## src/design/cache_pkg.sv

```systemverilog
`default_nettype none

package cache_pkg;

    localparam int ADDR_W = 32;
    localparam int WORD_W = 32;
    localparam int BYTE_LANES = WORD_W / 8;
    localparam int OFFSET_BITS = $clog2(BYTE_LANES);

    // funct3 codes of the load and store forms
    typedef enum logic [2:0] {
        size_byte   = 3'd0,
        size_half   = 3'd1,
        size_word   = 3'd2,
        size_byte_u = 3'd4,
        size_half_u = 3'd5
    } access_size_e;

    typedef enum logic [1:0] {
        ctrl_idle,
        ctrl_writeback,
        ctrl_refill,
        ctrl_respond
    } ctrl_state_e;

endpackage

`default_nettype wire

```

## src/design/cache_controller.sv

```systemverilog
`timescale 1ns/1ps
`default_nettype none

module cache_controller #(
    parameter int INDEX_BITS = 11,
    localparam int TAG_W = cache_pkg::ADDR_W - INDEX_BITS - cache_pkg::OFFSET_BITS
) (
    input  wire logic                             clk,
    input  wire logic                             rst_b,
    // processor side
    input  wire logic                             req,
    input  wire logic                             we,
    input  wire logic [cache_pkg::ADDR_W-1:0]     addr,
    input  wire cache_pkg::access_size_e          funct3,
    input  wire logic [cache_pkg::WORD_W-1:0]     wdata,
    output logic [cache_pkg::WORD_W-1:0]          rdata,
    output logic                                  done,
    // tag and data store
    input  wire logic                             hit,
    input  wire logic                             victim_dirty,
    input  wire logic [TAG_W-1:0]                 victim_tag,
    input  wire logic [cache_pkg::WORD_W-1:0]     read_word,
    output logic                                  tag_write,
    output logic                                  new_dirty,
    output logic                                  mark_dirty,
    output logic [cache_pkg::BYTE_LANES-1:0]      byte_en,
    output logic [cache_pkg::WORD_W-1:0]          write_word,
    // memory side
    output logic                                  mem_req,
    output logic                                  mem_we,
    output logic [cache_pkg::ADDR_W-1:0]          mem_addr,
    output logic [cache_pkg::WORD_W-1:0]          mem_wdata,
    input  wire logic [cache_pkg::WORD_W-1:0]     mem_rdata,
    input  wire logic                             mem_done
);
    import cache_pkg::*;

    ctrl_state_e            state;
    logic                   mem_req_q;
    logic                   mem_ack;
    logic [INDEX_BITS-1:0]  index;
    logic [OFFSET_BITS-1:0] offset;
    logic [OFFSET_BITS+2:0] shift_amt;
    logic [BYTE_LANES-1:0]  store_lanes;
    logic [WORD_W-1:0]      load_word;

    assign index = addr[OFFSET_BITS +: INDEX_BITS];
    assign offset = addr[OFFSET_BITS-1:0];
    assign shift_amt = {offset, 3'b000};
    assign mem_ack = mem_req_q & mem_done;

    always_ff @(posedge clk or negedge rst_b) begin
        if (!rst_b) begin
            state <= ctrl_idle;
            mem_req_q <= 1'b0;
        end else begin
            case (state)
                ctrl_idle: begin
                    if (req) begin
                        if (hit) begin
                            state <= ctrl_respond;
                        end else begin
                            // dirty victim goes out before the refill
                            mem_req_q <= 1'b1;
                            state <= victim_dirty ? ctrl_writeback : ctrl_refill;
                        end
                    end
                end
                ctrl_writeback: begin
                    if (mem_ack) begin
                        mem_req_q <= 1'b0;
                        state <= ctrl_refill;
                    end
                end
                ctrl_refill: begin
                    // re-raised after the gap cycle that follows a writeback
                    if (mem_ack) begin
                        mem_req_q <= 1'b0;
                        state <= ctrl_respond;
                    end else begin
                        mem_req_q <= 1'b1;
                    end
                end
                ctrl_respond: begin
                    state <= ctrl_idle;
                end
                default: begin
                    state <= ctrl_idle;
                end
            endcase
        end
    end

    // memory port, whole words only
    assign mem_req = mem_req_q;
    assign mem_we = (state == ctrl_writeback);
    assign mem_addr = (state == ctrl_writeback)
                    ? {victim_tag, index, {OFFSET_BITS{1'b0}}}
                    : {addr[ADDR_W-1:OFFSET_BITS], {OFFSET_BITS{1'b0}}};
    assign mem_wdata = read_word;

    assign done = (state == ctrl_respond);

    // lanes touched by a store before the offset shift
    always_comb begin
        case (funct3)
            size_byte: store_lanes = 4'b0001;
            size_half: store_lanes = 4'b0011;
            size_word: store_lanes = 4'b1111;
            default:   store_lanes = 4'b0000;
        endcase
    end

    always_comb begin
        tag_write = 1'b0;
        new_dirty = 1'b0;
        mark_dirty = 1'b0;
        byte_en = '0;
        write_word = mem_rdata;
        if (state == ctrl_refill && mem_ack) begin
            // install the refilled word clean
            tag_write = 1'b1;
            new_dirty = 1'b0;
            byte_en = '1;
        end else if (state == ctrl_respond && we) begin
            byte_en = store_lanes << offset;
            write_word = wdata << shift_amt;
            mark_dirty = |store_lanes;
        end
    end

    // align to the byte offset and extend
    assign load_word = read_word >> shift_amt;

    always_comb begin
        case (funct3)
            size_byte:   rdata = {{(WORD_W-8){load_word[7]}}, load_word[7:0]};
            size_half:   rdata = {{(WORD_W-16){load_word[15]}}, load_word[15:0]};
            size_word:   rdata = load_word;
            size_byte_u: rdata = {{(WORD_W-8){1'b0}}, load_word[7:0]};
            size_half_u: rdata = {{(WORD_W-16){1'b0}}, load_word[15:0]};
            default:     rdata = '0;
        endcase
    end

endmodule

`default_nettype wire

```

## config.mk

```make
export PLATFORM = sky130hd
export DESIGN_NAME = cache_controller
export DESIGN_NICKNAME = d
export VERILOG_FILES = /design/src/design/cache_pkg.sv /design/src/design/cache_controller.sv
export SDC_FILE = /design/constraint.sdc
export NUM_CORES = 1
export LEC_CHECK = 0
export ABC_CLOCK_PERIOD_IN_PS = 2700
export BUFFER_PORTS_ARGS = -buffer_cell sky130_fd_sc_hd__buf_2
export CORE_AREA = 2 2 115 117
export CTS_BUF_LIST = sky130_fd_sc_hd__clkbuf_16
export CTS_CLUSTER_DIAMETER = 80
export DETAILED_ROUTE_END_ITERATION = 12
export DIE_AREA = 0 0 117 119
export GPL_TIMING_DRIVEN = 0
export SLEW_MARGIN = 20
export SYNTH_ARGS = -nofsm -noshare
export SYNTH_HDL_FRONTEND = slang
export SYNTH_SLANG_ARGS = --single-unit
```

## constraint.sdc

```tcl
create_clock -name clk -period 2.7 [get_ports clk]
set_input_delay 0.135 -clock clk [delete_from_list [all_inputs] [get_ports clk]]
set_output_delay 0.135 -clock clk [all_outputs]
set_load 0.01 [all_outputs]
```

==> results of run 1 <==
[power groups by stage]
stage / sequential (W) / clock [W] / combinational, W
6_report: 0.0000453 / 0.000231 / 0.000586
5_1_grt: 0.0000453 / 0.000238 / 0.000642
4_1_cts: 0.0000453 / 0.000233 / 0.000590
3_5_place_dp: 0.0000458 / 0 / 0.000586
3_3_place_gp: 0.0000458 / 0 / 0.000583
2_1_floorplan: 0.0000458 / 0 / 0.000304
[flip-flops by register name, indices dropped and copies added, names as in the netlist]
| name | count |
|---|---|
| mem_req | 1 |
| state | 2 |
[cell usage in the layout, fill, tap and decap left out, types with 2 or more instances in the layout]
master	n
sky130_fd_sc_hd__buf_2	290
sky130_fd_sc_hd__buf_4	49
sky130_fd_sc_hd__o21ai_0	35
sky130_fd_sc_hd__mux2i_1	33
sky130_fd_sc_hd__mux2_2	28
sky130_fd_sc_hd__nand2_1	26
sky130_fd_sc_hd__a211oi_1	24
sky130_fd_sc_hd__a21oi_1	19
sky130_fd_sc_hd__nor2b_1	18
sky130_fd_sc_hd__nor2_1	18
sky130_fd_sc_hd__a21o_1	10
sky130_fd_sc_hd__inv_1	8
sky130_fd_sc_hd__o2bb2ai_1	8
sky130_fd_sc_hd__a22o_1	8
sky130_fd_sc_hd__clkbuf_1	7
sky130_fd_sc_hd__ha_1	4
sky130_fd_sc_hd__buf_1	3
sky130_fd_sc_hd__nand3b_1	3
sky130_fd_sc_hd__conb_1	3
sky130_fd_sc_hd__clkbuf_16	3
sky130_fd_sc_hd__dfrtp_1	3
sky130_fd_sc_hd__nand3_1	2
sky130_fd_sc_hd__o31ai_1	2
[layout make-up]
cell class	count	share of cell area (%)
multi-input cells	257	44.9
clock inverters	1	0.0909
flip-flops and latches	3	1.82
repair buffers	280	34.0
clock buffers	3	1.82
inverters	7	0.636
well taps	176	5.33
plain buffers	71	11.4
[metal layers]
| metal | vias to the layer above | global-route usage (%) | share of wire, % |
|---|---|---|---|
| met4 | 0 | 1.40 | 0.45 |
| met1 | 1625 | 19.7 | 41 |
| met5 | - | 0 | 0 |
| li1 | 1748 | - | - |
| met3 | 6 | 1.83 | 6.6 |
| met2 | 181 | 32.3 | 52 |
[through the flow]
step / cell area, um^2 / util (%) / hold WS (ns) / total power (W)
6_report: 4130 / 32.1 / 0.235 / 0.000862
5_1_grt: 4130 / 32.1 / 0.248 / 0.000925
4_1_cts: 4130 / 32.1 / 0.233 / 0.000868
3_3_place_gp: 4040 / 31.4 / -0.0691 / 0.000629
2_1_floorplan: 2430 / - / -0.161 / 0.000350
3_5_place_dp: 4040 / 31.4 / -0.0665 / 0.000632
[timing repair]
| item | in CTS | in global routing |
|---|---|---|
| gates resized for setup | 0 | 0 |
| hold buffers | 1 | 0 |
| endpoints found under the hold margin | 3 | 0 |
[how the worst max path moves through the flow]
stage                           to  depth (start not counted)
floorplan            write_word[0]                          7
global placement     write_word[5]                          8
detailed placement   write_word[5]                          8
CTS                  write_word[5]                          8
global route        write_word[23]                          8
finish               write_word[5]                          8
[cell families after synthesis]
logic type / Yosys count
fa+ha+maj: 4
flops: 3
simple gates: 75
buf+inv: 78
other cells: 1
compound gates: 113
mux: 62
[critical path: cells and delay by family, from the launching register on]
kind            cells  cell delay (ns)
buf+inv             3             0.44
flops               1             0.37
simple gates        3             0.84
compound gates      1             0.20
fa+ha+maj           1             0.25
==> impl_summary.md, run 1 <==
Status
The flow ran to the end, and the final reports show no timing, DRC or antenna violations.

CTS
The clock tree from TritonCTS is yes. The cell at the root of the clock tree is sky130_fd_sc_hd__clkbuf_16. In this run, CTS created clock tree buffers numbering 3. The H-tree depth is 1. The number of buffers added for setup after CTS is 0.

The register clock-pin slew on the reported worst setup and hold paths is 0.03 ns. The longest clock path from root to sink contains 2 buffers. The number of clock sinks is 3.

For the worst-skew pair, the clock arrives at the later sink with an insertion delay of 0.22 ns.

Placed design
Port buffering added 279 buffers. The placer's final routability congestion estimate is 0.856. The setup slack after placement is 0.452 ns. The half-perimeter wire length of the detailed placement result is 10.5 mm.

Including well taps, the total number of placed cells is 793.

Worst setup path
The cell with the largest stage delay on the worst path is sky130_fd_sc_hd__or3b_2. The path type of the worst setup path is flip-flop to output port. Of all nets on the critical path, the largest fanout is 9. The worst register-to-register path begins at state[0]$_DFFE_PN0P_. The register-to-register path setup slack is 1.00 ns. The worst setup path is launched from a flip-flop. The number of cells on the worst reg-to-reg path is 6. The signal on the critical path passes through inv_1, ha_1, nand3_2, or3b_2, buf_2, nor2_4, a22o_1, buf_2. The reg-to-reg endpoint is state[1]$_DFFE_PN0P_. STA classifies the critical path endpoint as an output port. At the worst endpoint, the arrival time is 2.34 ns. The largest single stage delay on the critical path is 0.47 ns. The critical path starts at state[0]$_DFFE_PN0P_. At the worst endpoint, the required time is 2.57 ns. By instance count, the cell type seen most on the critical path is sky130_fd_sc_hd__buf_2.

Synthesis
The compound-cell area share of the yosys netlist is 31.2%. The most frequently used cell type in the post-synthesis netlist is sky130_fd_sc_hd__buf_4. The portion of netlist area occupied by mux cells is 27.3%. In the synthesized netlist, the number of instances is 336. The average instance in the mapped netlist occupies 7.20 um^2. Summing every instance area after synthesis gives 0.00242 mm^2. Yosys mapped the design onto 39 distinct sky130hd cell types. The share of async-settable or async-resettable flops after synthesis is 100%. The Yosys warning count is 0. The biggest area contributor in the post-synthesis netlist is sky130_fd_sc_hd__buf_4. After synthesis, the largest family of logic cells by area is compound AO/OA/AOI/OAI gates. Of the total synthesized cell area, the portion taken by XOR and XNOR cells is 0%.

The proportion of synthesized chip area in sequential cells is 3.10%. After synthesis, the cell types taking the most area are sky130_fd_sc_hd__buf_4 15%, sky130_fd_sc_hd__mux2i_1 14%, sky130_fd_sc_hd__mux2_2 13%. In the synthesized netlist, the cells that appear most often are 49 x sky130_fd_sc_hd__buf_4, 35 x sky130_fd_sc_hd__o21ai_0, 33 x sky130_fd_sc_hd__mux2i_1.

The number of synthesized flops with an enable pin is 0. For this run, the leading register cell type out of synthesis is sky130_fd_sc_hd__dfrtp_1. After synthesis the netlist holds a flip-flop and latch count of 3. The area fraction in and, or, nand and nor cells after synthesis is 15.5%. The top cell type by area accounts for 15.2% of the synthesized area. Summing the areas of all fa, ha and maj instances in the mapped netlist gives 2.07% of the synthesized area.

Timing
The number of pins exceeding their max-slew limit in the final report is 0. At the pin with the least slew margin, the transition time is 0.696 ns. The worst clock skew is 0.000370 ns.

The final critical delay including setup and external delays is 2.48 ns. Setup violations remaining at the end of the flow were counted as 0. Of the available clock period, the critical path in the final layout requires 91.7%.

The minimum setup slack in the final design is 0.223 ns. The maximum frequency from static timing analysis is 404 MHz. The relative max-transition margin is 53.6%. After routing, the total negative slack on setup checks comes to 0 ns.

Setup repair after global routing left no endpoint under its margin. The total count of hold-check failures in the final report is 0.

Power and ir drop
The leakage power summed over all cells is 2.40 nW. The internal power of the cells is 0.000527 W. The cell area power density is 209 mW/mm^2. The fraction of power spent switching nets is 38.8%. IR analysis of the VDD net gives a maximum drop of 0.290 mV.

The combinational share of power is 68.0%. In this run, the clock network consumes 26.8% of the power. The analysis attributes to net switching a power of 0.000335 W. The fraction of power consumed by sequential logic is 5.3%.

GRT
The overall track demand over capacity in global routing is 16.6%. The initial antenna violation count was 0. Entering global routing, the biggest net connects 11 pins. The global-route wire length before repair is 17.8 mm.

The total overflow left after global routing is 0. The via count of the first global-routing pass is 3,305.

Finish
The growth of design area from synthesis to finish is 70.8%. The share of post-route cells with drive strength above 1 is 60.9%. The total of fill cells in the finished design is 1,448. The register area is 75.1 um^2. The final layout contains 784 nets. 0 antenna diodes ended up in the layout. The area occupied by multi-input gates is 0.00185 mm^2. The final cell count without fillers is 798.

Die
For this configuration, the core starts out at a cell density of 18.8%. The top-level I/O count is 295. The core region is 0.0129 mm^2. From left edge to right edge, the die measures 117 um. The overall die area is 0.0139 mm^2. The total number of placement rows is 42. In this run the vertical extent of the chip is 119 um.

Hold path
The class of the tightest hold or removal check is input port to asynchronous set/reset pin.

Drt
The routed design has 12.6 mm of wire. The mean routed wirelength per cell is 15.8 um. The count of routing violations after the opening detailed-route iteration is 139. Once detail routing completed, the nets flagged for antenna violations numbered 0.

The overall via count from detail_route is 3,560. The number of vias per cell after detailed routing is 4.46. The DRC violations left is 0. The length of the first detailed-routing pass in iterations is 5.

Job
Across the run, the number of max-cap violations was 0.
(Power assumes the default switching activity.)
==> run 2, diff against run 1 <==
--- a/config.mk
+++ b/config.mk
@@ -13,6 +13,7 @@
 export DETAILED_ROUTE_END_ITERATION = 12
 export DIE_AREA = 0 0 117 119
 export GPL_TIMING_DRIVEN = 0
+export MAX_ROUTING_LAYER = met4
 export SLEW_MARGIN = 20
 export SYNTH_ARGS = -nofsm -noshare
 export SYNTH_HDL_FRONTEND = slang
==> run 2 against run 1 <==
- die area unchanged
- critical path depth unchanged
- via count increased by 0.56%
- critical endpoint unchanged
- flip-flop and latch count unchanged
- clock skew about the same
- hold slack got worse by 0.00072 ns
- register-to-register slack about the same
- clock-buffer cell count unchanged
==> impl_summary.md, run 2 (synthesized netlist as in run 1, its figures left out) <==
Status
The flow ran to the end, and the final reports show no timing, DRC or antenna violations.

Timing
The slew at the pin closest to its max-slew limit is 0.725 ns (+0.0290 ns). The final worst-path cycle share is 92.5% (+0.77 points). The final critical delay including setup and external delays is 2.50 ns (+0.0208 ns). The minimum setup slack in the final design came to 0.202 ns (-0.0208 ns). The final hold slack was 0.234 ns (-0.000724 ns). The maximum frequency from static timing analysis is 400 MHz (-0.83%). The worst clock skew is 0.000191 ns (-0.000179 ns).

The number of pins exceeding their max-slew limit in the final report is 0 (unchanged). The final-layout setup total negative slack is 0 ns (unchanged). The relative max-transition margin is 51.7% (-1.9 points). The setup violation total in the final timing report is 0 (unchanged).

The total count of hold-check failures in the final report is 0 (unchanged). Setup repair after global routing left no endpoint under its margin.

CTS
The CTS buffer count is 3 (unchanged). The clock tree from TritonCTS is yes. The number of hold buffers added after CTS is 1 (unchanged).

The maximum clock path buffer count was 2 (unchanged). The number of clock sinks was 3 (unchanged). The register clock-pin slew on the reported worst setup and hold paths is 0.03 ns (about the same). The total of cells resized after clock tree synthesis was 0 (unchanged). The cell at the root of the clock tree is sky130_fd_sc_hd__clkbuf_16. The number of buffers added for setup after CTS is 0 (unchanged). The H-tree depth is 1 (unchanged). The worst-skew pair later-pin latency is 0.22 ns (about the same).

Placed design
The placer's final routability congestion estimate is 0.869 (+1.6%). The placed instance count is 793 (unchanged). The half-perimeter wire length of the detailed placement result is 10.5 mm (unchanged). The number of I/O port buffers is 279 (unchanged). The setup slack after placement is 0.452 ns (unchanged).

Die
The initial core utilization is 18.8% (unchanged). The area of the core came to 0.0129 mm^2 (unchanged). The overall die width is 117 um (unchanged).

The overall die area is 0.0139 mm^2 (unchanged). The total number of placement rows is 42 (unchanged). The top-level I/O count was 295 (unchanged).

The height of the die was 119 um (unchanged).

Finish
The growth of design area from synthesis to finish was 70.9% (about the same). The flip-flop count of the largest register, all copies and words added is 2 (unchanged). The final cell count without fillers is 799 (+0.13%). The net total in the final layout is 784 (unchanged). In the layout the commonest cells are 290 x sky130_fd_sc_hd__buf_2, 49 x sky130_fd_sc_hd__buf_4, 35 x sky130_fd_sc_hd__o21ai_0. The commonest non-fill, non-tap cell in the layout is sky130_fd_sc_hd__buf_2. The share of post-route cells with drive strength above 1 is 60.9% (unchanged). The register bank with the most flops is state.

Worst setup path
The path type of the worst setup path is flip-flop to output port. The startpoint type of the worst setup path is a flip-flop. The required time of the worst setup path is 2.57 ns (about the same). The register-to-register path setup slack came to 1.01 ns (about the same). The worst setup path is captured at an output port.

The arrival time reported for the critical path endpoint is 2.36 ns (+0.02 ns). The maximum fanout along the worst path is 9 (unchanged).

Drt
The number of vias per cell after detailed routing was 4.48 (+0.44%). The overall via count from detail_route is 3,580 (+0.56%). The residual antenna-violating net count after detailed routing is 0 (unchanged). The total length of routed wires is 12.6 mm (about the same). The length of the first detailed-routing pass in iterations is 5 (unchanged). The mean routed wirelength per cell is 15.8 um (-0.17%).

The DRC violations left is 0 (unchanged). The count of routing violations after the opening detailed-route iteration is 119 (-14%).

GRT
The via count of the first global-routing pass is 3,304 (-0.030%). The maximum number of pins on one net before global-route repair is 11 (unchanged). The overall track demand over capacity in global routing is 17.0% (+0.45 points). The total congestion overflow after global routing is 0 (unchanged). The initial antenna violation count is 0 (unchanged). The global-route wire length before repair is 17.8 mm (-0.16%).

Power and ir drop
The cell area power density came to 208 mW/mm^2 (about the same). The worst vdd rail ir drop is 0.290 mV (+0.24%). The leakage power summed over all cells is 2.40 nW (about the same).

Hold path
In this run the worst hold path is classified as input port to asynchronous set/reset pin.

Job
The number of maximum-capacitance constraint violations is 0 (unchanged).
-- run 2: changes by cell type in the layout (fill, tap and decap cells not counted) --
cell,change
sky130_fd_sc_hd__diode_2,+1
-- run 2: cell type report --
class                      instances  area (um^2)
fill                            1447         8740
inverter                           7         26.3
timing repair buffer             280         1410
tap                              176          220
antenna                            1         2.50
multi-input combinational        257         1850
clock buffer                       3         75.1
sequential                         3         75.1
clock inverter                     1         3.75
buffer                            71          472
-- run 2: final timing paths --
kind,start,end,depth (start not counted)
max,state[0]$_DFFE_PN0P_,write_word[5],8
min,rst_b,state[1]$_DFFE_PN0P_,2
max reg2reg,state[0]$_DFFE_PN0P_,state[1]$_DFFE_PN0P_,6
min reg2reg,state[1]$_DFFE_PN0P_,state[1]$_DFFE_PN0P_,1
max in group asynchronous,rst_b,state[0]$_DFFE_PN0P_,2
min in group clk,hit,mem_req$_DFFE_PN0P_,3
-- run 2: critical path, stage by stage, from the launching register on --
cell                      delay [ns]
sky130_fd_sc_hd__dfrtp_1        0.37
sky130_fd_sc_hd__inv_1          0.09
sky130_fd_sc_hd__ha_1           0.26
sky130_fd_sc_hd__nand3_2        0.15
sky130_fd_sc_hd__or3b_2         0.47
sky130_fd_sc_hd__buf_2          0.21
sky130_fd_sc_hd__nor2_4         0.23
sky130_fd_sc_hd__a22o_1         0.21
sky130_fd_sc_hd__buf_2          0.14
-- run 2: power breakdown --
| part | leakage [nW] | total [W] | switching [W] | internal, W |
|---|---|---|---|---|
| logic | 2.32 | 0.000585 | 0.000294 | 0.000291 |
| registers | 0.0367 | 0.0000453 | 0 | 0.0000453 |
| clock network | 0.0423 | 0.000231 | 0.0000401 | 0.000191 |
-- run 2: routing by layer --
layer | wire, um | up-vias | share of wire (%) | global-route usage [%]
li1 | - | 1749 | - | -
met1 | 5070 | 1629 | 40 | 20.0
met2 | 6600 | 194 | 52 | 32.3
met3 | 883 | 8 | 7.0 | 1.42
met4 | 69 | 0 | 0.55 | 1.40
met5 | 0 | - | 0 | -
-- run 2: through the flow --
step	instance area (um^2)	power (W)	util, %
finish	4130	0.000862	32.1
global route	4130	0.000925	32.1
global placement	4040	0.000629	31.4
floorplan	2430	0.000350	-
detailed placement	4040	0.000632	31.4
CTS	4130	0.000868	32.1
